$ cat src/soc_bus_pkg.sv
package soc_bus_pkg;

    // address map, region is addr[31:28]
    localparam logic [3:0] REGION_RAM = 4'h0;
    localparam logic [3:0] REGION_IO  = 4'h1;

    // device numbers inside the io region
    localparam logic [7:0] DEV_GPIO = 8'h00;
    localparam logic [7:0] DEV_TICK = 8'h01;

    // gpio register indices
    localparam logic [5:0] REG_GPIO_OUT = 6'd0;
    localparam logic [5:0] REG_GPIO_IN  = 6'd1;

    // tick counter register indices
    localparam logic [5:0] REG_TICK_CTRL  = 6'd0;
    localparam logic [5:0] REG_TICK_COUNT = 6'd1;
    localparam logic [5:0] REG_TICK_CMP   = 6'd2;

    // one address word, seen either as a ram word address or as an io register address
    typedef union packed {
        struct packed {
            logic [3:0]  region;
            logic [25:0] word_index;
            logic [1:0]  byte_offset;
        } ram;
        struct packed {
            logic [3:0]  region;
            logic [11:0] unused;
            logic [7:0]  device;
            logic [5:0]  reg_index;
            logic [1:0]  byte_offset;
        } io;
    } dbus_addr_u;

    typedef struct packed {
        logic        rd;
        logic        wr;
        dbus_addr_u  addr;
        logic [3:0]  be;
        logic [31:0] wdata;
    } dbus_req_t;

    typedef enum logic [1:0] {
        TGT_RAM  = 2'd0,
        TGT_GPIO = 2'd1,
        TGT_TICK = 2'd2,
        TGT_NONE = 2'd3
    } target_e;

    typedef struct packed {
        logic        rd;
        logic        wr;
        target_e     target;
        logic [25:0] word_index;
        logic [5:0]  reg_index;
        logic [3:0]  be;
        logic [31:0] wdata;
    } dec_req_t;

    typedef struct packed {
        logic        valid;
        logic        err;   // unmapped address
        logic [31:0] rdata;
    } dbus_rsp_t;

endpackage

$ cat src/dbus_decode.sv
`timescale 1ns/10ps

module dbus_decode import soc_bus_pkg::*; #(
    parameter int unsigned RAM_WORDS = 256
) (
    input  logic      clk,
    input  logic      rst_i,
    input  dbus_req_t req_i,
    output dec_req_t  dec_o
);

    dec_req_t dec_next;
    logic     in_ram;
    logic     in_io;

    assign in_ram = (req_i.addr.ram.region == REGION_RAM);
    assign in_io  = (req_i.addr.io.region == REGION_IO);

    always_comb begin
        dec_next.rd         = req_i.rd;
        dec_next.wr         = req_i.wr;
        dec_next.word_index = req_i.addr.ram.word_index;
        dec_next.reg_index  = req_i.addr.io.reg_index;
        dec_next.be         = req_i.be;
        dec_next.wdata      = req_i.wdata;

        // anything that does not land on a known target falls through to an error
        dec_next.target = TGT_NONE;
        if (in_ram) begin
            if (32'(req_i.addr.ram.word_index) < RAM_WORDS) begin
                dec_next.target = TGT_RAM;
            end
        end else if (in_io) begin
            case (req_i.addr.io.device)
                DEV_GPIO: dec_next.target = TGT_GPIO;
                DEV_TICK: dec_next.target = TGT_TICK;
                default:  dec_next.target = TGT_NONE;
            endcase
        end
    end

    always_ff @(posedge clk) begin
        dec_o <= dec_next;
        if (rst_i) begin
            dec_o.rd <= 1'b0;
            dec_o.wr <= 1'b0;
        end
    end

    // the master never issues a read and a write in the same cycle
    a_no_rd_wr: assert property (@(posedge clk) disable iff (rst_i)
        !(req_i.rd && req_i.wr));

endmodule

$ cat config.mk
export PLATFORM = sky130hd
export DESIGN_NAME = dbus_decode
export DESIGN_NICKNAME = d
export VERILOG_FILES = /design/src/soc_bus_pkg.sv /design/src/dbus_decode.sv
export SDC_FILE = /design/constraint.sdc
export NUM_CORES = 1
export LEC_CHECK = 0
export ABC_AREA = 1
export BUFFER_PORTS_ARGS = -buffer_cell sky130_fd_sc_hd__buf_2
export CAP_MARGIN = 20
export CORE_ASPECT_RATIO = 0.75
export CORE_MARGIN = 3
export CORE_UTILIZATION = 32
export DETAILED_ROUTE_END_ITERATION = 12
export PLACE_DENSITY = 0.8
export SETUP_SLACK_MARGIN = 0.4
export SYNTH_ARGS = -nofsm -noshare
export SYNTH_HDL_FRONTEND = slang
export SYNTH_SLANG_ARGS = --single-unit
export TNS_END_PERCENT = 5
$ cat constraint.sdc
create_clock -name clk -period 0.8 [get_ports clk]
set_input_delay 0.04 -clock clk [delete_from_list [all_inputs] [get_ports clk]]
set_output_delay 0.04 -clock clk [all_outputs]
set_load 0.01 [all_outputs]
Yosys cells after proc, flatten, opt, wreduce, memory -nomap -nowiden
Index checks and enable logic that the tools add are counted.

word-level totals
  flip-flop bits (word level) = 72
  logic and storage cells = 16

operators by class
  order comparisons = 1
  equal/unequal tests = 2
  muxes and demuxes = 4
  reductions and logical operators = 2

operator list
  kind                                                                   count
  26-bit by 9-bit < comparator with 1-bit output, second input constant  1
  8-bit by 1-bit == test with 1-bit output, second input constant        1
  8-bit zero test                                                        1
  2-bit 2-to-1 mux                                                       3
  4-bit by 1-bit == test with 1-bit output, second input constant        1
  4-bit zero test                                                        1
  2-bit case mux with 2 select lines                                     1

Depth between registers and ports, before layout
  depth after elaboration = 4
  mapped depth = 6

Worst setup path after synthesis
OpenSTA, ideal clock, no wires.

  kind = in2reg
  start point = input port req_i[49] (netlist bit)
  end point = register dec_o[68] (netlist bit)
  data arrival time = 0.441 ns
  slack = 0.246 ns
  stages = 6
  path buffers = 0
  cells stage by stage = nor2_1 > nand2_1 > nor2_1 > nand2_1 > nand2_1 > nand2_1

RTL lines
  item                  RTL line           source
  start, declared       dbus_decode.sv:8   input dbus_req_t req_i,
  end signal, assigned  dbus_decode.sv:43  dec_o <= dec_next;
  end, declared         dbus_decode.sv:9   output dec_req_t dec_o

==> impl_results.md <==
* Part of the power in the clock network at 42.2%
* Layout cells sized above 1 at between 70% and 80%
* CP max-delay cell: dfxtp_2
* Die width at 85.79 µm
* Largest registers: dec_o: 66 flops
* Area Overhead vs Synth at 80.59%
* DRT Pass-1 Iters at 2
* I/O pin total at between 100 and 150
* Fin. Hold Viols at 64
* Fin crit share at 102.2%
* Wire per inst at 12.31 µm
* Max frequency at around 1.2 GHz
* Post-Route WL at approximately 4000 µm
* Combinational power share at between 8 and 9%
* Vias in the first global route at 1,219
* Max_cap viols at 0
* Pin count of the biggest net entering global routing at 13
* Post-DR vias/cell at between 3 and 4
* RSZ-0062 raised after global routing: yes
* Violated checks: negative hold slack, negative setup slack
* DP Area at 2265 µm²
* Largest register FFs at 66
* Synth Area per Inst at between 10 and 15 µm²
* Area of the core at 4519 µm²
* Flops & latches, synth at 66
* Non-Filler Instances at roughly 320
* P_int at between 5 and 6 mW
* CTS tree: done
* Cells after Synth at 110
* Power per Cell Area at 2600 nW/µm²
* Reg clk slew, reported paths at ~0.070 ns
* Top delay family on crit path: flip-flops
* Post-route design area at about 2800 µm²
* Clock tree sinks at 66
* Fin nets at about 330
* YS warnings at 0
* CP Capture Type: primary output
* Slew HR at 92.64%
* Worst stage delay on the critical path at ~0.35 ns
* Top routing layer in use: met4
* Mapped Nets at about 180
* Sw power at 1.510 mW
* LEAKAGE at 1.359 nW
* Initial Util at about a third
* Seq pwr share at about 50%
* Worst hold slack at -0.1918 ns
* Setup violators final at 17
* Cell area after synthesis at about 1500 µm²
* Wire length on met3 at between 600 and 700 µm
* Placed cell count at around 300
* Routed Antenna Nets at 0
* Die Ht at ~66 µm
* Root buf cell: clkbuf_8
* Global-route wire length before repair at ~5400 µm
* Drc violations at 0
* GP Congestion at 0.6537
* Initial antenna violation count at 0
* Biggest register: dec_o
* Post-Route M1 WL at 1125 µm
* WP buf/inv at 1
* Sequential area share after synthesis at roughly 86%
* CP Cell Sequence: buf_6
* VDD IR max at around 0.0017 V
* FP Rows at 21
* Final worst slack at -0.01768 ns
* # H-tree levels at 3
* Max-slew violations at 0
* Drt initial violations at 22
* Dpl hpwl at 3094 µm
* Diode count at 0
* Post-synthesis cell type count at 10
* Max clock buf depth at 2
* Worst-Margin Slew at approximately 0.11 ns
* Routed vias at between 1,000 and 1,500
* CTS Buf Count at 9
* Outcome: finished with violations
* Worst Hold Class: in -> reg
* Kind of critical path: reg -> out
* GRT Total Usage at 13.45%
* Crit path required time at roughly 0.76 ns
* Critical Path AT at around 0.78 ns
* Startpoint types: register
* Switching Share at between 20% and 30%
* Post-layout min period at 0.8177 ns
* Postcts setup bufs at 0
* CP Max Fanout at 2
* Met2 wire length at between 2000 and 2500 µm
* Full die area at 5648 µm²
* Overflow after GRT at 0
* Port bufs at around 140
kinds of logic (layout without fill, tap and decap cells):
group                  count (synthesis)  after routing  synth area share, %
AND/OR/NAND/NOR                       32             32                9.091
flip-flops                            66             66                86.49
buffers and inverters                 12            163                4.422
per-layer routing:
metal	vias to the layer above	track usage (%)
li1	616	-
met2	86	24.13
met1	548	10.81
met4	0	4.743
met3	6	11.08
met5	-	0
repair_timing:
action,CTS,global route
gates resized for setup,23,50
endpoints found under the hold margin,66,66
pin swaps,9,11
endpoints found under the setup margin,74,74
worst paths after layout:
path | start | to | slack [ns] | cells past startpoint
hold / removal | req_i[32] | dec_o[32] | -0.19 | 1
setup / recovery | dec_o[36] | dec_o[42] | -0.02 | 1
area by class of cell:
class	count	area [µm²]
timing repair buffer	141	899.6
tap	57	71.32
multi-input combinational	32	181.4
clock inverter	6	90.09
sequential	66	1356
clock buffer	10	137.6
fill	374	1760
inverter	6	22.52
layout by cell type, fill, tap and decap left out, drive strengths merged:
master,synthesis,routed
buf,6,141
bufinv,0,2
clkbuf,0,10
clkinvlp,0,4
dfxtp,66,66
inv,6,6
nand2,13,13
nand3,1,1
nor2,18,18
stage by stage:
stage	setup WS, ns	util [%]	total power [mW]	setup TNS (ns)
2_1_floorplan	0.2600	-	3.741	0
3_3_place_gp	0.02566	50.11	4.071	0
3_5_place_dp	-0.001326	50.11	4.092	-0.001326
4_1_cts	-0.04252	56.95	7.177	-1.704
5_1_grt	-0.06982	61.05	7.473	-3.266
6_report	-0.01768	61.05	7.174	-0.1639
synthesized netlist by cell type:
library cell	count	share of area, %
dfxtp_1	66	86
nand3_1	1	0.33
nand2_1	12	2.9
buf_4	6	2.9
nor2_2	3	1.2
nor2_1	14	3.4
inv_1	4	0.98
nand2_2	1	0.41
nor2_4	1	0.74
inv_2	2	0.49
power groups by stage:
stage	logic, mW	clock network (mW)	registers (mW)
6_report	0.617	3.03	3.53
5_1_grt	0.670	3.26	3.55
4_1_cts	0.548	3.12	3.51
3_5_place_dp	0.516	0	3.58
3_3_place_gp	0.503	0	3.57
2_1_floorplan	0.0648	0	3.68
(Power assumes the default switching activity.)
