**config.mk**
```make
export PLATFORM = sky130hd
export DESIGN_NAME = rdata_mux
export DESIGN_NICKNAME = d
export VERILOG_FILES = /design/src/soc_bus_pkg.sv /design/src/rdata_mux.sv
export SDC_FILE = /design/constraint.sdc
export NUM_CORES = 1
export LEC_CHECK = 0
export ABC_AREA = 1
export BUFFER_PORTS_ARGS = -buffer_cell sky130_fd_sc_hd__buf_4
export CAP_MARGIN = 20
export CORE_MARGIN = 5
export CORE_UTILIZATION = 34
export DETAILED_ROUTE_END_ITERATION = 7
export HOLD_SLACK_MARGIN = 0.06
export PLACE_DENSITY_LB_ADDON = 0.15
export SYNTH_ARGS = -nofsm -noshare
export SYNTH_HDL_FRONTEND = slang
export SYNTH_SLANG_ARGS = --single-unit
export TNS_END_PERCENT = 100
```
**constraint.sdc**
```tcl
create_clock -name clk -period 1.7 [get_ports clk]
set_input_delay 0.085 -clock clk [delete_from_list [all_inputs] [get_ports clk]]
set_output_delay 0.085 -clock clk [all_outputs]
set_load 0.01 [all_outputs]
```
**src/soc_bus_pkg.sv**
```systemverilog
package soc_bus_pkg;

    // address map, region is addr[31:28]
    localparam logic [3:0] REGION_RAM = 4'h0;
    localparam logic [3:0] REGION_IO  = 4'h1;

    // device numbers inside the io region
    localparam logic [7:0] DEV_GPIO = 8'h00;
    localparam logic [7:0] DEV_TICK = 8'h01;

    // gpio register indices
    localparam logic [5:0] REG_GPIO_OUT = 6'd0;
    localparam logic [5:0] REG_GPIO_IN  = 6'd1;

    // tick counter register indices
    localparam logic [5:0] REG_TICK_CTRL  = 6'd0;
    localparam logic [5:0] REG_TICK_COUNT = 6'd1;
    localparam logic [5:0] REG_TICK_CMP   = 6'd2;

    // one address word, seen either as a ram word address or as an io register address
    typedef union packed {
        struct packed {
            logic [3:0]  region;
            logic [25:0] word_index;
            logic [1:0]  byte_offset;
        } ram;
        struct packed {
            logic [3:0]  region;
            logic [11:0] unused;
            logic [7:0]  device;
            logic [5:0]  reg_index;
            logic [1:0]  byte_offset;
        } io;
    } dbus_addr_u;

    typedef struct packed {
        logic        rd;
        logic        wr;
        dbus_addr_u  addr;
        logic [3:0]  be;
        logic [31:0] wdata;
    } dbus_req_t;

    typedef enum logic [1:0] {
        TGT_RAM  = 2'd0,
        TGT_GPIO = 2'd1,
        TGT_TICK = 2'd2,
        TGT_NONE = 2'd3
    } target_e;

    typedef struct packed {
        logic        rd;
        logic        wr;
        target_e     target;
        logic [25:0] word_index;
        logic [5:0]  reg_index;
        logic [3:0]  be;
        logic [31:0] wdata;
    } dec_req_t;

    typedef struct packed {
        logic        valid;
        logic        err;   // unmapped address
        logic [31:0] rdata;
    } dbus_rsp_t;

endpackage

```
**src/rdata_mux.sv**
```systemverilog
`timescale 1ns/10ps

module rdata_mux import soc_bus_pkg::*; (
    input  logic        clk,
    input  logic        rst_i,
    input  dec_req_t    dec_i,
    input  logic [31:0] ram_rdata_i,
    input  logic [31:0] io_rdata_i,
    output dbus_rsp_t   rsp_o
);

    target_e     tgt_q;
    logic        rd_q;
    logic        wr_q;
    logic [3:0]  be_q;
    logic [31:0] lane_mask;
    logic [31:0] word;
    dbus_rsp_t   rsp_next;

    // lines the request up with the registered read words of the execute stage
    always_ff @(posedge clk) begin
        tgt_q <= dec_i.target;
        be_q  <= dec_i.be;
        if (rst_i) begin
            rd_q <= 1'b0;
            wr_q <= 1'b0;
        end else begin
            rd_q <= dec_i.rd;
            wr_q <= dec_i.wr;
        end
    end

    always_comb begin
        for (int i = 0; i < 4; i++) begin
            lane_mask[8*i +: 8] = {8{be_q[i]}};
        end
        word = (tgt_q == TGT_RAM) ? ram_rdata_i : io_rdata_i;

        rsp_next.valid = rd_q || wr_q;
        rsp_next.err   = rsp_next.valid && (tgt_q == TGT_NONE);
        if (rd_q && tgt_q != TGT_NONE) begin
            rsp_next.rdata = word & lane_mask;
        end else begin
            rsp_next.rdata = '0;    // writes and errors return zero
        end
    end

    always_ff @(posedge clk) begin
        rsp_o <= rsp_next;
        if (rst_i) begin
            rsp_o.valid <= 1'b0;
            rsp_o.err   <= 1'b0;
        end
    end

    // dec_i lags the bus request by one edge, so two here means three on the bus
    a_rsp_latency: assert property (@(posedge clk) disable iff (rst_i)
        rsp_o.valid |-> $past(dec_i.rd || dec_i.wr, 2));

endmodule

```
-- Yosys cells after proc, flatten, opt, wreduce, memory -nomap -nowiden
Index checks and enable logic that the tools add are counted.
- flip-flop bits (word level): 42
- word-level logic and storage cells: 15
- output and inout port bits: 34
- bits in read-only memories: 0
- input port bits: 138
- memories: 0
- bits in latches: 0
- bits in writable memories: 0
- divide/modulo/power cells: 0
- bitwise operators: 1
- multiply operators: 0
- reductions and logical operators: 4
- order comparisons: 0
- muxes and demuxes: 1
- shifts and indexed selects: 0
- eq/ne operators: 2
- add/sub/neg operators: 0
- operators by type and width (cell ; number):
    $and 32x32->32 ; 1
    $mux 32 ; 1
    $eq 2x2->1 const B ; 1
    $logic_and 1x1->1 ; 2
    $logic_not 2->1 ; 1
    $ne 2x2->1 const B ; 1
    $logic_or 1x1->1 ; 1

-- Depth between registers and ports, before layout
- word-level depth: 3
- mapped depth: 5
- mapped depth without buffers: 4

-- Worst setup path after synthesis
OpenSTA, ideal clock, no wires.
- kind: register to register
- start: register tgt_q[0]
- end: register rsp_o[0] (netlist bit)
- path buffers: 0
- data required time: 1573 ps
- data arrival time: 751 ps
- period minus slack after synthesis: 878 ps
- cell stages (with the launch flop): 4
- setup time: 127 ps
- path slack: 822 ps
- cells stage by stage: dfxtp_1 -> nand2_1 -> nand3_1 -> a21oi_1
- longest elaborated chain between the ends: 3
- elaborated cells on any way between the ends: 5
- those cells by class: eq/ne (1); mux (1); bitwise (1); reduce/logical (2)
- RTL lines (element ; RTL line ; RTL):
    start: declaration ; rdata_mux.sv:12 ; target_e tgt_q;
    start signal: assignment ; rdata_mux.sv:22 ; tgt_q <= dec_i.target;
    $logic_not 2->1 ; rdata_mux.sv:37 ; word = (tgt_q == TGT_RAM) ? ram_rdata_i : io_rdata_i;
    $mux 32 ; rdata_mux.sv:37 ;
    $and 32x32->32 ; rdata_mux.sv:42 ; rsp_next.rdata = word & lane_mask;
    end signal: assignment ; rdata_mux.sv:49 ; rsp_o <= rsp_next;
    end: declaration ; rdata_mux.sv:9 ; output dbus_rsp_t rsp_o
Several ways; a longest one is shown, not always the timed one.
A chain may end at the register's enable or synchronous reset.

-- Worst setup path after layout
- start: register tgt_q[1]
- end: register rsp_o[14] (netlist bit)
The elaborated chain is that of the path after synthesis.

==> flow_summary_export.csv <==
group,metric,value,unit
drt,firstDrtPassIters,4,
drt,drc_errors,0,
clock_network,clock_sinks,42,
synth,synth_top_area_share,60.81,%
drt,avgRoutedWirePerCell,13.82,µm
placed_design,routabilityCongestion,0.7158,
grt,grt_pass1_vias,1732,
timing,relSlewSlack,82.66,%
worst_setup_path,rr_endpoint,"rsp_o[14]$_SDFF_PN0_",
timing,setup_tns,0,ps
clock_network,cts_root_buffer,"clkbuf_8",
die,chipWidth,73.77,µm
die,die_h,73.77,µm
timing,hold_viol,0,
finish,drive_gt1_share,36.44,%
synth,syn_nets,298,
grt,use_met2,32.97,%
synth,yosys-top-cells-area,"dfxtp_1 61%, nand2_1 18%, a21oi_1 12%, buf_8 3.3%, nand3_1 1.4%",
grt,grt_util_met1,22.80,%
synth,synth_area_per_cell,8.641,µm²
synth,ys_ff_latch,42,
worst_setup_path,startpoint,"tgt_q[1]$_DFF_P_",
placed_design,port_buffers,107,
pwr,power_density,696.2,mW/mm²
timing,fin_crit_sh,94.49,%
synth,syn_inst,160,
worst_setup_path,arrival,1790,ps
worst_setup_path,crit_chain,"inv_1, nand2_4, nand2_1, a21oi_1, dlygate4sd3_1",
placed_design,dp.final_hpwl,3.000,mm
worst_hold_path,hold_class,"in -> reg",
die,io_pins,172,
clock_network,cts_tree,"built",
grt,grt_use_total,19.71,%
die,floorplan.rows,23,
pwr,p_leak,1.560,nW
die,coreArea,0.003971,mm²
die,dieArea,0.005442,mm²
timing,min_period,1606,ps
timing,worst_slew_pin_slew,259.8,ps
grt,grt_pass1_wl,8.135,mm
grt,antenna_found_initial,0,
worst_setup_path,critPathLaunchType,"flip-flop",
grt,top_usage_layer,"met2",
worst_setup_path,cp-end-kind,"flip-flop",
pwr,peakVddDrop,0.5968,mV
drt,avgViaCountPerCell,4.445,
drt,drt-initial-drc-count,70,
synth,yosysWarningCount,0,
timing,skew,2.420,ps
synth,synth_cell_types,12,
run_status,outcome,"finished, final reports clean",
worst_setup_path,path_depth,5,
synth,syn_area,0.001383,mm²
worst_setup_path,r2r_slack,90,ps
synth,synth-seq-area-share,60.81,%
worst_setup_path,critPathCapture,"rsp_o[14]$_SDFF_PN0_",
finish,diodes,0,
grt,use_met3,7.524,%
finish,final_nets,480,
clock_network,cts_inserted_buffers,5,
worst_setup_path,crit_required,1880,ps
synth,yosysTopAreaCell,"dfxtp_1",
worst_setup_path,worst_path_largest_cell_delay,550,ps
grt,grt_max_degree,33,
worst_setup_path,cpMaxStageDelayCell,"dlygate4sd3_1",
finish,synthToLayoutAreaGrowth,122.9,%
clock_network,cts_setup_buffers,0,
clock_network,clock_tree.buffer_depth,2,
timing,drv_slew,0,
worst_setup_path,path_max_fanout,16,
placed_design,dp_slack,572.6,ps
drt,drt-total-wl,5.430,mm
clock_network,clk_pin_slew,80,ps
worst_setup_path,rr_worst_depth,5,
worst_setup_path,crit_family,"buffers and inverters",
timing,finalSetupViolCount,0,
clock_network,clk_latency,290,ps
die,start_util,34.81,%
worst_setup_path,r2r-start,"tgt_q[1]$_DFF_P_",
clock_network,ctsHtreeMaxLevel,2,
drt,vias,1747,
timing,setup_ws,93.65,ps
job,cap_viol_max_count,0,
worst_setup_path,crit_type,"reg -> reg",
worst_setup_path,crit_buf_inv,2,
timing,timing.fmax,0.6225,GHz
grt,grt.overflow.total,0,
drt,ant_nets,0,
==> area by class of cell <==
type                    count  area (µm²)
repair buffers            180        1544
flip-flops and latches     42       840.8
well taps                  50       62.56
clock buffers               8       110.1
fillers                   263       889.6
inverters                   4       15.01
multi-input cells         109       509.2
==> worst min-delay path by stage <==
stage	startpoint	to	slack [ps]	depth (start not counted)
2_1_floorplan	dec_i[32]	be_q[0]$_DFF_P_	110	0
3_3_place_gp	dec_i[32]	be_q[0]$_DFF_P_	190	1
3_5_place_dp	dec_i[34]	be_q[2]$_DFF_P_	190	1
4_1_cts	io_rdata_i[5]	rsp_o[5]$_SDFF_PN0_	70	3
5_1_grt	io_rdata_i[5]	rsp_o[5]$_SDFF_PN0_	90	3
6_report	io_rdata_i[5]	rsp_o[5]$_SDFF_PN0_	90	3
==> per-layer routing <==
layer  part of all wire (%)  wire, µm
met2                     48      2614
met5                      0         0
met1                     41      2224
met4                    1.7        93
met3                    9.2       497
==> synthesized netlist by cell type <==
| cell type | n |
|---|---|
| nand2_1 | 65 |
| nor2_1 | 4 |
| inv_2 | 1 |
| nand3_1 | 4 |
| nand2_4 | 1 |
| nor2_4 | 1 |
| buf_2 | 3 |
| nor3_1 | 1 |
| a21oi_1 | 32 |
| inv_1 | 3 |
| dfxtp_1 | 42 |
| buf_8 | 3 |
==> timing repair <==
| item | CTS | global route |
|---|---|---|
| hold buffers | 72 | 0 |
| endpoints found under the hold margin | 42 | 0 |
| gates resized for setup | 0 | 9 |
| setup endpoints to repair | 0 | 31 |
==> placed cells by master, fill, tap and decap left out, types with 3 or more instances in the layout <==
cell,synthesis,final
inv_1,3,3
a21oi_1,32,32
buf_4,0,107
nand2_1,65,64
dlygate4sd3_1,0,72
dfxtp_1,42,42
clkbuf_8,0,8
nor2_1,4,4
nand3_2,0,4
==> flip-flops by register name, summed over array words and instances, names as in the netlist <==
name   flops
tgt_q      2
be_q       4
rsp_o     34
wr_q       1
rd_q       1
==> kinds of logic after synthesis <==
family,Yosys count,share of synthesized area (%)
AND/OR/NAND/NOR,76,22.17
buffers and inverters,10,5.429
AO/OA/AOI/OAI,32,11.58
flip-flops,42,60.81
==> power breakdown <==
part | internal, W | leakage (nW) | switching (W) | total, W
registers | 0.00101 | 0.343 | 0.0000141 | 0.00103
logic | 0.000245 | 1.16 | 0.000138 | 0.000382
clock network | 0.000410 | 0.0575 | 0.000325 | 0.000735
total | 0.00167 | 1.56 | 0.000477 | 0.00215
==> per-stage QoR <==
stage	util (%)	instance area [µm²]	std cells	hold WS (ps)	power (W)
final	77.60	3082	393	89.70	0.002146
after global routing	77.60	3082	393	85.96	0.002239
after CTS	76.21	3027	392	74.22	0.002135
after detailed placement	55.29	2196	312	191.4	0.001309
after global placement	55.29	2196	312	189.8	0.001306
after floorplan	-	1383	160	112.7	0.001142
==> worst min-delay path: stages <==
cell,delay (ps)
buf_4,110
nand2_1,70
a21oi_1,60
Note: power is estimated with default switching activity, not from simulation.
