[src/soc_bus_pkg.sv]
package soc_bus_pkg;

    // address map, region is addr[31:28]
    localparam logic [3:0] REGION_RAM = 4'h0;
    localparam logic [3:0] REGION_IO  = 4'h1;

    // device numbers inside the io region
    localparam logic [7:0] DEV_GPIO = 8'h00;
    localparam logic [7:0] DEV_TICK = 8'h01;

    // gpio register indices
    localparam logic [5:0] REG_GPIO_OUT = 6'd0;
    localparam logic [5:0] REG_GPIO_IN  = 6'd1;

    // tick counter register indices
    localparam logic [5:0] REG_TICK_CTRL  = 6'd0;
    localparam logic [5:0] REG_TICK_COUNT = 6'd1;
    localparam logic [5:0] REG_TICK_CMP   = 6'd2;

    // one address word, seen either as a ram word address or as an io register address
    typedef union packed {
        struct packed {
            logic [3:0]  region;
            logic [25:0] word_index;
            logic [1:0]  byte_offset;
        } ram;
        struct packed {
            logic [3:0]  region;
            logic [11:0] unused;
            logic [7:0]  device;
            logic [5:0]  reg_index;
            logic [1:0]  byte_offset;
        } io;
    } dbus_addr_u;

    typedef struct packed {
        logic        rd;
        logic        wr;
        dbus_addr_u  addr;
        logic [3:0]  be;
        logic [31:0] wdata;
    } dbus_req_t;

    typedef enum logic [1:0] {
        TGT_RAM  = 2'd0,
        TGT_GPIO = 2'd1,
        TGT_TICK = 2'd2,
        TGT_NONE = 2'd3
    } target_e;

    typedef struct packed {
        logic        rd;
        logic        wr;
        target_e     target;
        logic [25:0] word_index;
        logic [5:0]  reg_index;
        logic [3:0]  be;
        logic [31:0] wdata;
    } dec_req_t;

    typedef struct packed {
        logic        valid;
        logic        err;   // unmapped address
        logic [31:0] rdata;
    } dbus_rsp_t;

endpackage

[src/io_regs.sv]
`timescale 1ns/10ps

module io_regs import soc_bus_pkg::*; (
    input  logic        clk,
    input  logic        rst_i,
    input  dec_req_t    dec_i,
    input  logic [31:0] gpio_i,
    output logic [31:0] rdata_o,
    output logic [15:0] leds_o,
    output logic        irq_o
);

    logic [31:0] gpio_out_q;
    logic [31:0] gpio_in_q;
    logic        tick_en_q;
    logic        tick_irq_q;
    logic [31:0] tick_count_q;
    logic [31:0] tick_cmp_q;
    logic [31:0] rdata_q;
    logic [31:0] rd_word;
    logic        gpio_wr;
    logic        tick_wr;
    logic        tick_hit;

    assign gpio_wr  = dec_i.wr && (dec_i.target == TGT_GPIO);
    assign tick_wr  = dec_i.wr && (dec_i.target == TGT_TICK);
    assign tick_hit = tick_en_q && (tick_count_q == tick_cmp_q);

    always_ff @(posedge clk) begin
        gpio_in_q <= gpio_i;    // one stage of sampling on the input pins
    end

    always_ff @(posedge clk) begin
        if (rst_i) begin
            gpio_out_q <= '0;
        end else if (gpio_wr && dec_i.reg_index == REG_GPIO_OUT) begin
            gpio_out_q <= dec_i.wdata;  // be is ignored for io
        end
    end

    always_ff @(posedge clk) begin
        if (rst_i) begin
            tick_en_q    <= 1'b0;
            tick_irq_q   <= 1'b0;
            tick_count_q <= '0;
            tick_cmp_q   <= '0;
        end else begin
            if (tick_wr && dec_i.reg_index == REG_TICK_COUNT) begin
                tick_count_q <= dec_i.wdata;
            end else if (tick_en_q) begin
                tick_count_q <= tick_count_q + 32'd1;
            end
            if (tick_wr && dec_i.reg_index == REG_TICK_CMP) begin
                tick_cmp_q <= dec_i.wdata;
            end
            if (tick_wr && dec_i.reg_index == REG_TICK_CTRL) begin
                tick_en_q <= dec_i.wdata[0];
                if (dec_i.wdata[1]) begin
                    tick_irq_q <= 1'b0;     // write one to clear
                end
            end
            // a match in the same cycle as a clear still sets the flag
            if (tick_hit) begin
                tick_irq_q <= 1'b1;
            end
        end
    end

    always_comb begin
        rd_word = '0;
        if (dec_i.target == TGT_GPIO) begin
            case (dec_i.reg_index)
                REG_GPIO_OUT: rd_word = gpio_out_q;
                REG_GPIO_IN:  rd_word = gpio_in_q;
                default:      rd_word = '0;
            endcase
        end else if (dec_i.target == TGT_TICK) begin
            case (dec_i.reg_index)
                REG_TICK_CTRL:  rd_word = {30'd0, tick_irq_q, tick_en_q};
                REG_TICK_COUNT: rd_word = tick_count_q;
                REG_TICK_CMP:   rd_word = tick_cmp_q;
                default:        rd_word = '0;
            endcase
        end
    end

    always_ff @(posedge clk) begin
        if (dec_i.rd && (dec_i.target == TGT_GPIO || dec_i.target == TGT_TICK)) begin
            rdata_q <= rd_word;
        end
    end

    assign rdata_o = rdata_q;
    assign leds_o  = gpio_out_q[15:0];
    assign irq_o   = tick_irq_q;

endmodule

[config.mk]
export PLATFORM = sky130hd
export DESIGN_NAME = io_regs
export DESIGN_NICKNAME = d
export VERILOG_FILES = /design/src/soc_bus_pkg.sv /design/src/io_regs.sv
export SDC_FILE = /design/constraint.sdc
export NUM_CORES = 1
export LEC_CHECK = 0
export BUFFER_PORTS_ARGS = -buffer_cell sky130_fd_sc_hd__buf_2
export CAP_MARGIN = 20
export CORE_MARGIN = 2
export CORE_UTILIZATION = 49
export DETAILED_ROUTE_END_ITERATION = 10
export PLACE_DENSITY = 0.76
export SLEW_MARGIN = 0
export SYNTH_ARGS = -nofsm -noshare
export SYNTH_HDL_FRONTEND = slang
export SYNTH_SLANG_ARGS = --single-unit
[constraint.sdc]
create_clock -name clk -period 2.44 [get_ports clk]
set_input_delay 0.244 -clock clk [delete_from_list [all_inputs] [get_ports clk]]
set_output_delay 0.244 -clock clk [all_outputs]
set_load 0.01 [all_outputs]
Word level (Yosys, flattened, before mapping) --
Index checks and enable logic that the tools add are counted. Widths: inputs -> output; s select.
Operators by class: add/sub/neg operators 1, muxes and demuxes 9, reductions and logical operators 14, equal/unequal tests 5
Operator list (number):
- $mux 32 | 4
- $pmux 32 s3 | 1
- $pmux 32 s2 | 1
- $add 32x1->32 const B | 1
- $eq 32x32->1 | 1
- $logic_and 1x1->1 | 8
- $eq 6x1->1 const B | 1
- $eq 6x2->1 const B | 1
- $logic_not 6->1 | 1
- $reduce_bool 2->1 | 3
- $mux 1 | 3
- $eq 2x1->1 const B | 1
- $eq 2x2->1 const B | 1
- $reduce_and 2->1 | 1
- $logic_or 1x1->1 | 1
Word-level totals: register bits after elaboration 162, logic and storage cells 36, input bits 106

Longest topological paths before layout --
word-level depth 5, gate-level depth with buffers 8

Worst setup path before layout --
No wires, ideal clock.
path type input-to-reg, start point input port dec_i[68] (netlist name), end point register rdata_q[0], in the netlist rdata_o[0] (enable), data arrival time 2.003 ns, path buffers 0, path slack 0.012 ns, cell stages on the path 3, cell sequence inv_1 ha_1 nor2b_1
Between the ends: cells in the longest elaborated chain, start to end 3
Ends and longest elaborated chain:
- start, declared | RTL line io_regs.sv:6 | input dec_req_t dec_i,
- $eq 2x1->1 or $eq 2x2->1 (tied branches) | RTL line io_regs.sv:88 | if (dec_i.rd && (dec_i.target == TGT_GPIO || dec_i.target == TGT_TICK)) begin
- $logic_or 1x1->1 * | RTL line io_regs.sv:88
- $logic_and 1x1->1 * | RTL line io_regs.sv:88
- end signal, assigned | RTL line io_regs.sv:89 | rdata_q <= rd_word;
- end, declared | RTL line io_regs.sv:19 | logic [31:0] rdata_q;
Every way passes the cells marked *; elsewhere a longest branch is shown, timed or not. A chain may end at the register's enable or synchronous reset.

Worst setup path in the final report --
start point register tick_count_q[1], end point register tick_count_q[30]
Between the ends: cells in the longest elaborated chain, start to end 3
Ends and longest elaborated chain:
- start, declared | RTL line io_regs.sv:17 | logic [31:0] tick_count_q;
- start signal, assigned | RTL line io_regs.sv:49 | tick_count_q <= dec_i.wdata;
- start signal, assigned | RTL line io_regs.sv:51 | tick_count_q <= tick_count_q + 32'd1;
- $add 32x1->32 | RTL line io_regs.sv:51
- $mux 32 | RTL line io_regs.sv:50 | end else if (tick_en_q) begin
- $mux 32 | RTL line io_regs.sv:48 | if (tick_wr && dec_i.reg_index == REG_TICK_COUNT) begin
Every way passes these cells. The select of a mux whose other input is x is not followed.

==> flow_summary_export.csv <==
group,metric,value,unit
outcome,status,"completed",
hold_path,hold_class,"in -> reg",
synth,area_share_of_the_leading_cell_type_in_the_synthesized_netlist,36.5,%
setup_path,critPathSlowestCell,"dfxtp_1",
clocking,clock_network_latency_to_the_later_pin_of_the_worst_skew_pair,430,ps
setup_path,crit_path_end_kind,"flip-flop",
synth,synthDistinctLibCells,37,
setup_path,cell_type_group_with_the_largest_total_delay_on_the_critical_path,"simple AND/OR/NAND/NOR gates",
timing,setup_violations,0,
setup_path,cp_cell_sequence,"ha_1, and3_1, nand4_1, nor4_1, xnor2_1, a211oi_1",
detailed_routing,drt_first_iter_violations,559,
placed_design,post-place-cells,1031,
timing,report.final.hold_viol_count,0,
global_route,global_route.usage.total,24.0,%
detailed_routing,route.detailed.vias_per_inst,5.56,
setup_path,worst-path-buf-inv,0,
setup_path,critical-path-max-stage-delay,470,ps
clocking,cts_tree,"built",
timing,max_freq,0.486,GHz
synth,cell_count_after_synthesis,775,
final_layout,layout_commonest_cell,"nand2_1",
synth,ys.flop_type,"dfxtp_1",
global_route,grt_first_pass_wirelength,29.9,mm
global_route,grt-ovfl-total,0,
floorplanning,dieWidth,125,um
synth,yosys-top-cells-area,"dfxtp_1 37%, edfxtp_1 13%, nand2_1 7.5%",
detailed_routing,top_metal_layer_carrying_routed_signals,"met4",
clocking,cts.repair_timing.setup_buffer_count,0,
timing,finalCriticalPeriod,2060,ps
timing,skew,7.49,ps
detailed_routing,antenna_left,0,
detailed_routing,met2WireLength,8.95,mm
setup_path,required,2790,ps
synth,synth-async-reset-ratio,0,%
timing,timing.final.crit_share,84.4,%
placed_design,place.detailed.hpwl,12.3,mm
placed_design,placement.io_buffers,124,
final_layout,layout_common_cells,"142 x nand2_1, 130 x dfxtp_1, 124 x buf_2",
detailed_routing,detail_route.first_pass.iterations,5,
clocking,clk_pin_slew_worst_paths,70,ps
timing,final.setup.tns,0,ps
global_route,grt_start_max_net_pins,65,
placed_design,place_congestion,0.949,
detailed_routing,drc,0,
clocking,number_of_clock_buffers_inserted_by_tritoncts,17,
timing,worst_slew_margin_rel,67.6,%
floorplanning,pin_count,155,
floorplanning,coreArea,14400,um^2
synth,post_synth_instance_area,7130,um^2
timing,grt_setup_unrepaired,"no",
synth,syn-num-nets,884,
run,maxCapViolations,0,
global_route,number_of_global_route_vias_before_repair,5842,
power,powerDensity,654,nW/um^2
setup_path,crit_path_max_fanout,5,
timing,final_max_tran_viols,0,
detailed_routing,postRouteWirelength,18.4,mm
power,irDropWorstVdd,0.550,mV
floorplanning,total_die_area,15500,um^2
timing,worst_margin_pin_slew,486,ps
final_layout,post_layout_nonfiller_instances,1095,
detailed_routing,average_wire_per_standard_cell,16.8,um
synth,yosys_warnings,0,
clocking,cts_htree_levels,4,
synth,sequential_area_share_after_synthesis,50.0,%
global_route,grt_antenna_before_repair,0,
final_layout,finish.net_count,1007,
floorplanning,std_cell_rows,44,
detailed_routing,via_count,6086,
floorplanning,start_util,49.6,%
final_layout,num_antenna_cells,0,
setup_path,crit_path_kind,"reg -> reg",
setup_path,cp_data_arrival_time,2410,ps
detailed_routing,wl_met3,1.13,mm
detailed_routing,detail_route.wirelength.met1,8.00,mm
synth,yosys_register_bits,162,
clocking,root_buffer,"clkbuf_16",
setup_path,start_kind,"flip-flop",
clocking,cts_max_path_buffers,2,
final_layout,area_growth,22.2,%
synth,syn_avg_cell_area,9.20,um^2
floorplanning,floorplan_die_height,125,um
clocking,clock_sink_count,162,
power,cellLeakagePower,3.08,nW
synth,synth.largest_area_cell,"dfxtp_1",
final_layout,layout-drive-gt1-share,21.5,%
synth,synth_edf_count,32,
## worst min-delay path: stages
cell and delay, ps:
buf_2 110, nand2_1 50, a21oi_1 50
## worst paths after layout
| check | start | to | slack [ps] | cells after the start |
|---|---|---|---|---|
| worst max-delay path | tick_count_q[1]$_SDFFE_PP0P_ | tick_count_q[30]$_SDFFE_PP0P_ | 380 | 6 |
| worst min-delay path | dec_i[3] | gpio_out_q[3]$_SDFFE_PP0P_ | 70 | 3 |
| worst max register to register | tick_count_q[1]$_SDFFE_PP0P_ | tick_count_q[30]$_SDFFE_PP0P_ | 380 | 6 |
| worst min register to register | gpio_out_q[18]$_SDFFE_PP0P_ | gpio_out_q[18]$_SDFFE_PP0P_ | 450 | 2 |
## per-layer routing
layer,GRT usage (%),vias up
li1,-,2992
met1,31.1,2853
met2,39.3,212
met3,5.63,29
met4,8.26,0
met5,0,-
## per-stage QoR
step / area, um^2 / worst slack, ps / hold slack, ps / total power, mW / utilization (%)
finish: 8710 / 381 / 71.5 / 5.69 / 60.6
CTS: 8710 / 374 / 61.6 / 5.73 / 60.6
global route: 8710 / 225 / 69.9 / 5.88 / 60.6
detailed placement: 7800 / 308 / 348 / 3.07 / 54.3
floorplan: 7130 / 12.1 / 272 / 2.93 / -
global placement: 7800 / 320 / 346 / 3.07 / 54.3
## kinds of logic (layout without fill, tap and decap cells)
family	count (synthesis)	count (layout)	synth area share [%]
AOI/OAI and AO/OA	193	193	17.5
xor gates and xnor gates	63	63	7.74
adders and majority gates	3	3	0.527
buffers and inverters	88	224	6.55
DFF	162	162	50.0
muxes	5	5	0.702
and+or+nand+nor	261	261	17.0
## where the power goes
group          internal [mW]  total (mW)  leakage (nW)  switching, mW
Combinational          0.116       0.257          1.40          0.142
Clock                   1.52        2.64         0.280           1.13
Sequential              2.78        2.79          1.39         0.0159
Total                   4.41        5.69          3.08           1.29
## state kept, by name (all words and copies together) (netlist names)
name / cells
tick_count_q: 32
irq_o: 1
rdata_o: 32
gpio_in_q: 32
gpio_out_q: 32
tick_en_q: 1
tick_cmp_q: 32
## cell usage after synthesis (all sizes together) (5+ instances only)
master	instances
and3	5
xnor2	56
a22oi	62
nand4	19
mux2i	5
nor3	16
clkbuf	39
edfxtp	32
o22ai	33
a21oi	67
nand3	16
dfxtp	130
nand2	142
xor2	7
a211oi	31
nor2	37
buf	43
nor4	7
inv	6
## cell type report
cell class | count | area [um^2]
fillers | 1275 | 5660
flip-flops and latches | 162 | 3560
multi-input cells | 525 | 3120
repair buffers | 186 | 1190
clock buffers | 17 | 425
well taps | 184 | 230
clock inverters | 15 | 159
inverters | 6 | 22.5
## timing repair
item	CTS	global route
gates resized for setup	0	0
hold buffers	32	0
endpoints found under the hold margin	32	0
No activity file was read; power rests on OpenSTA's default activity.
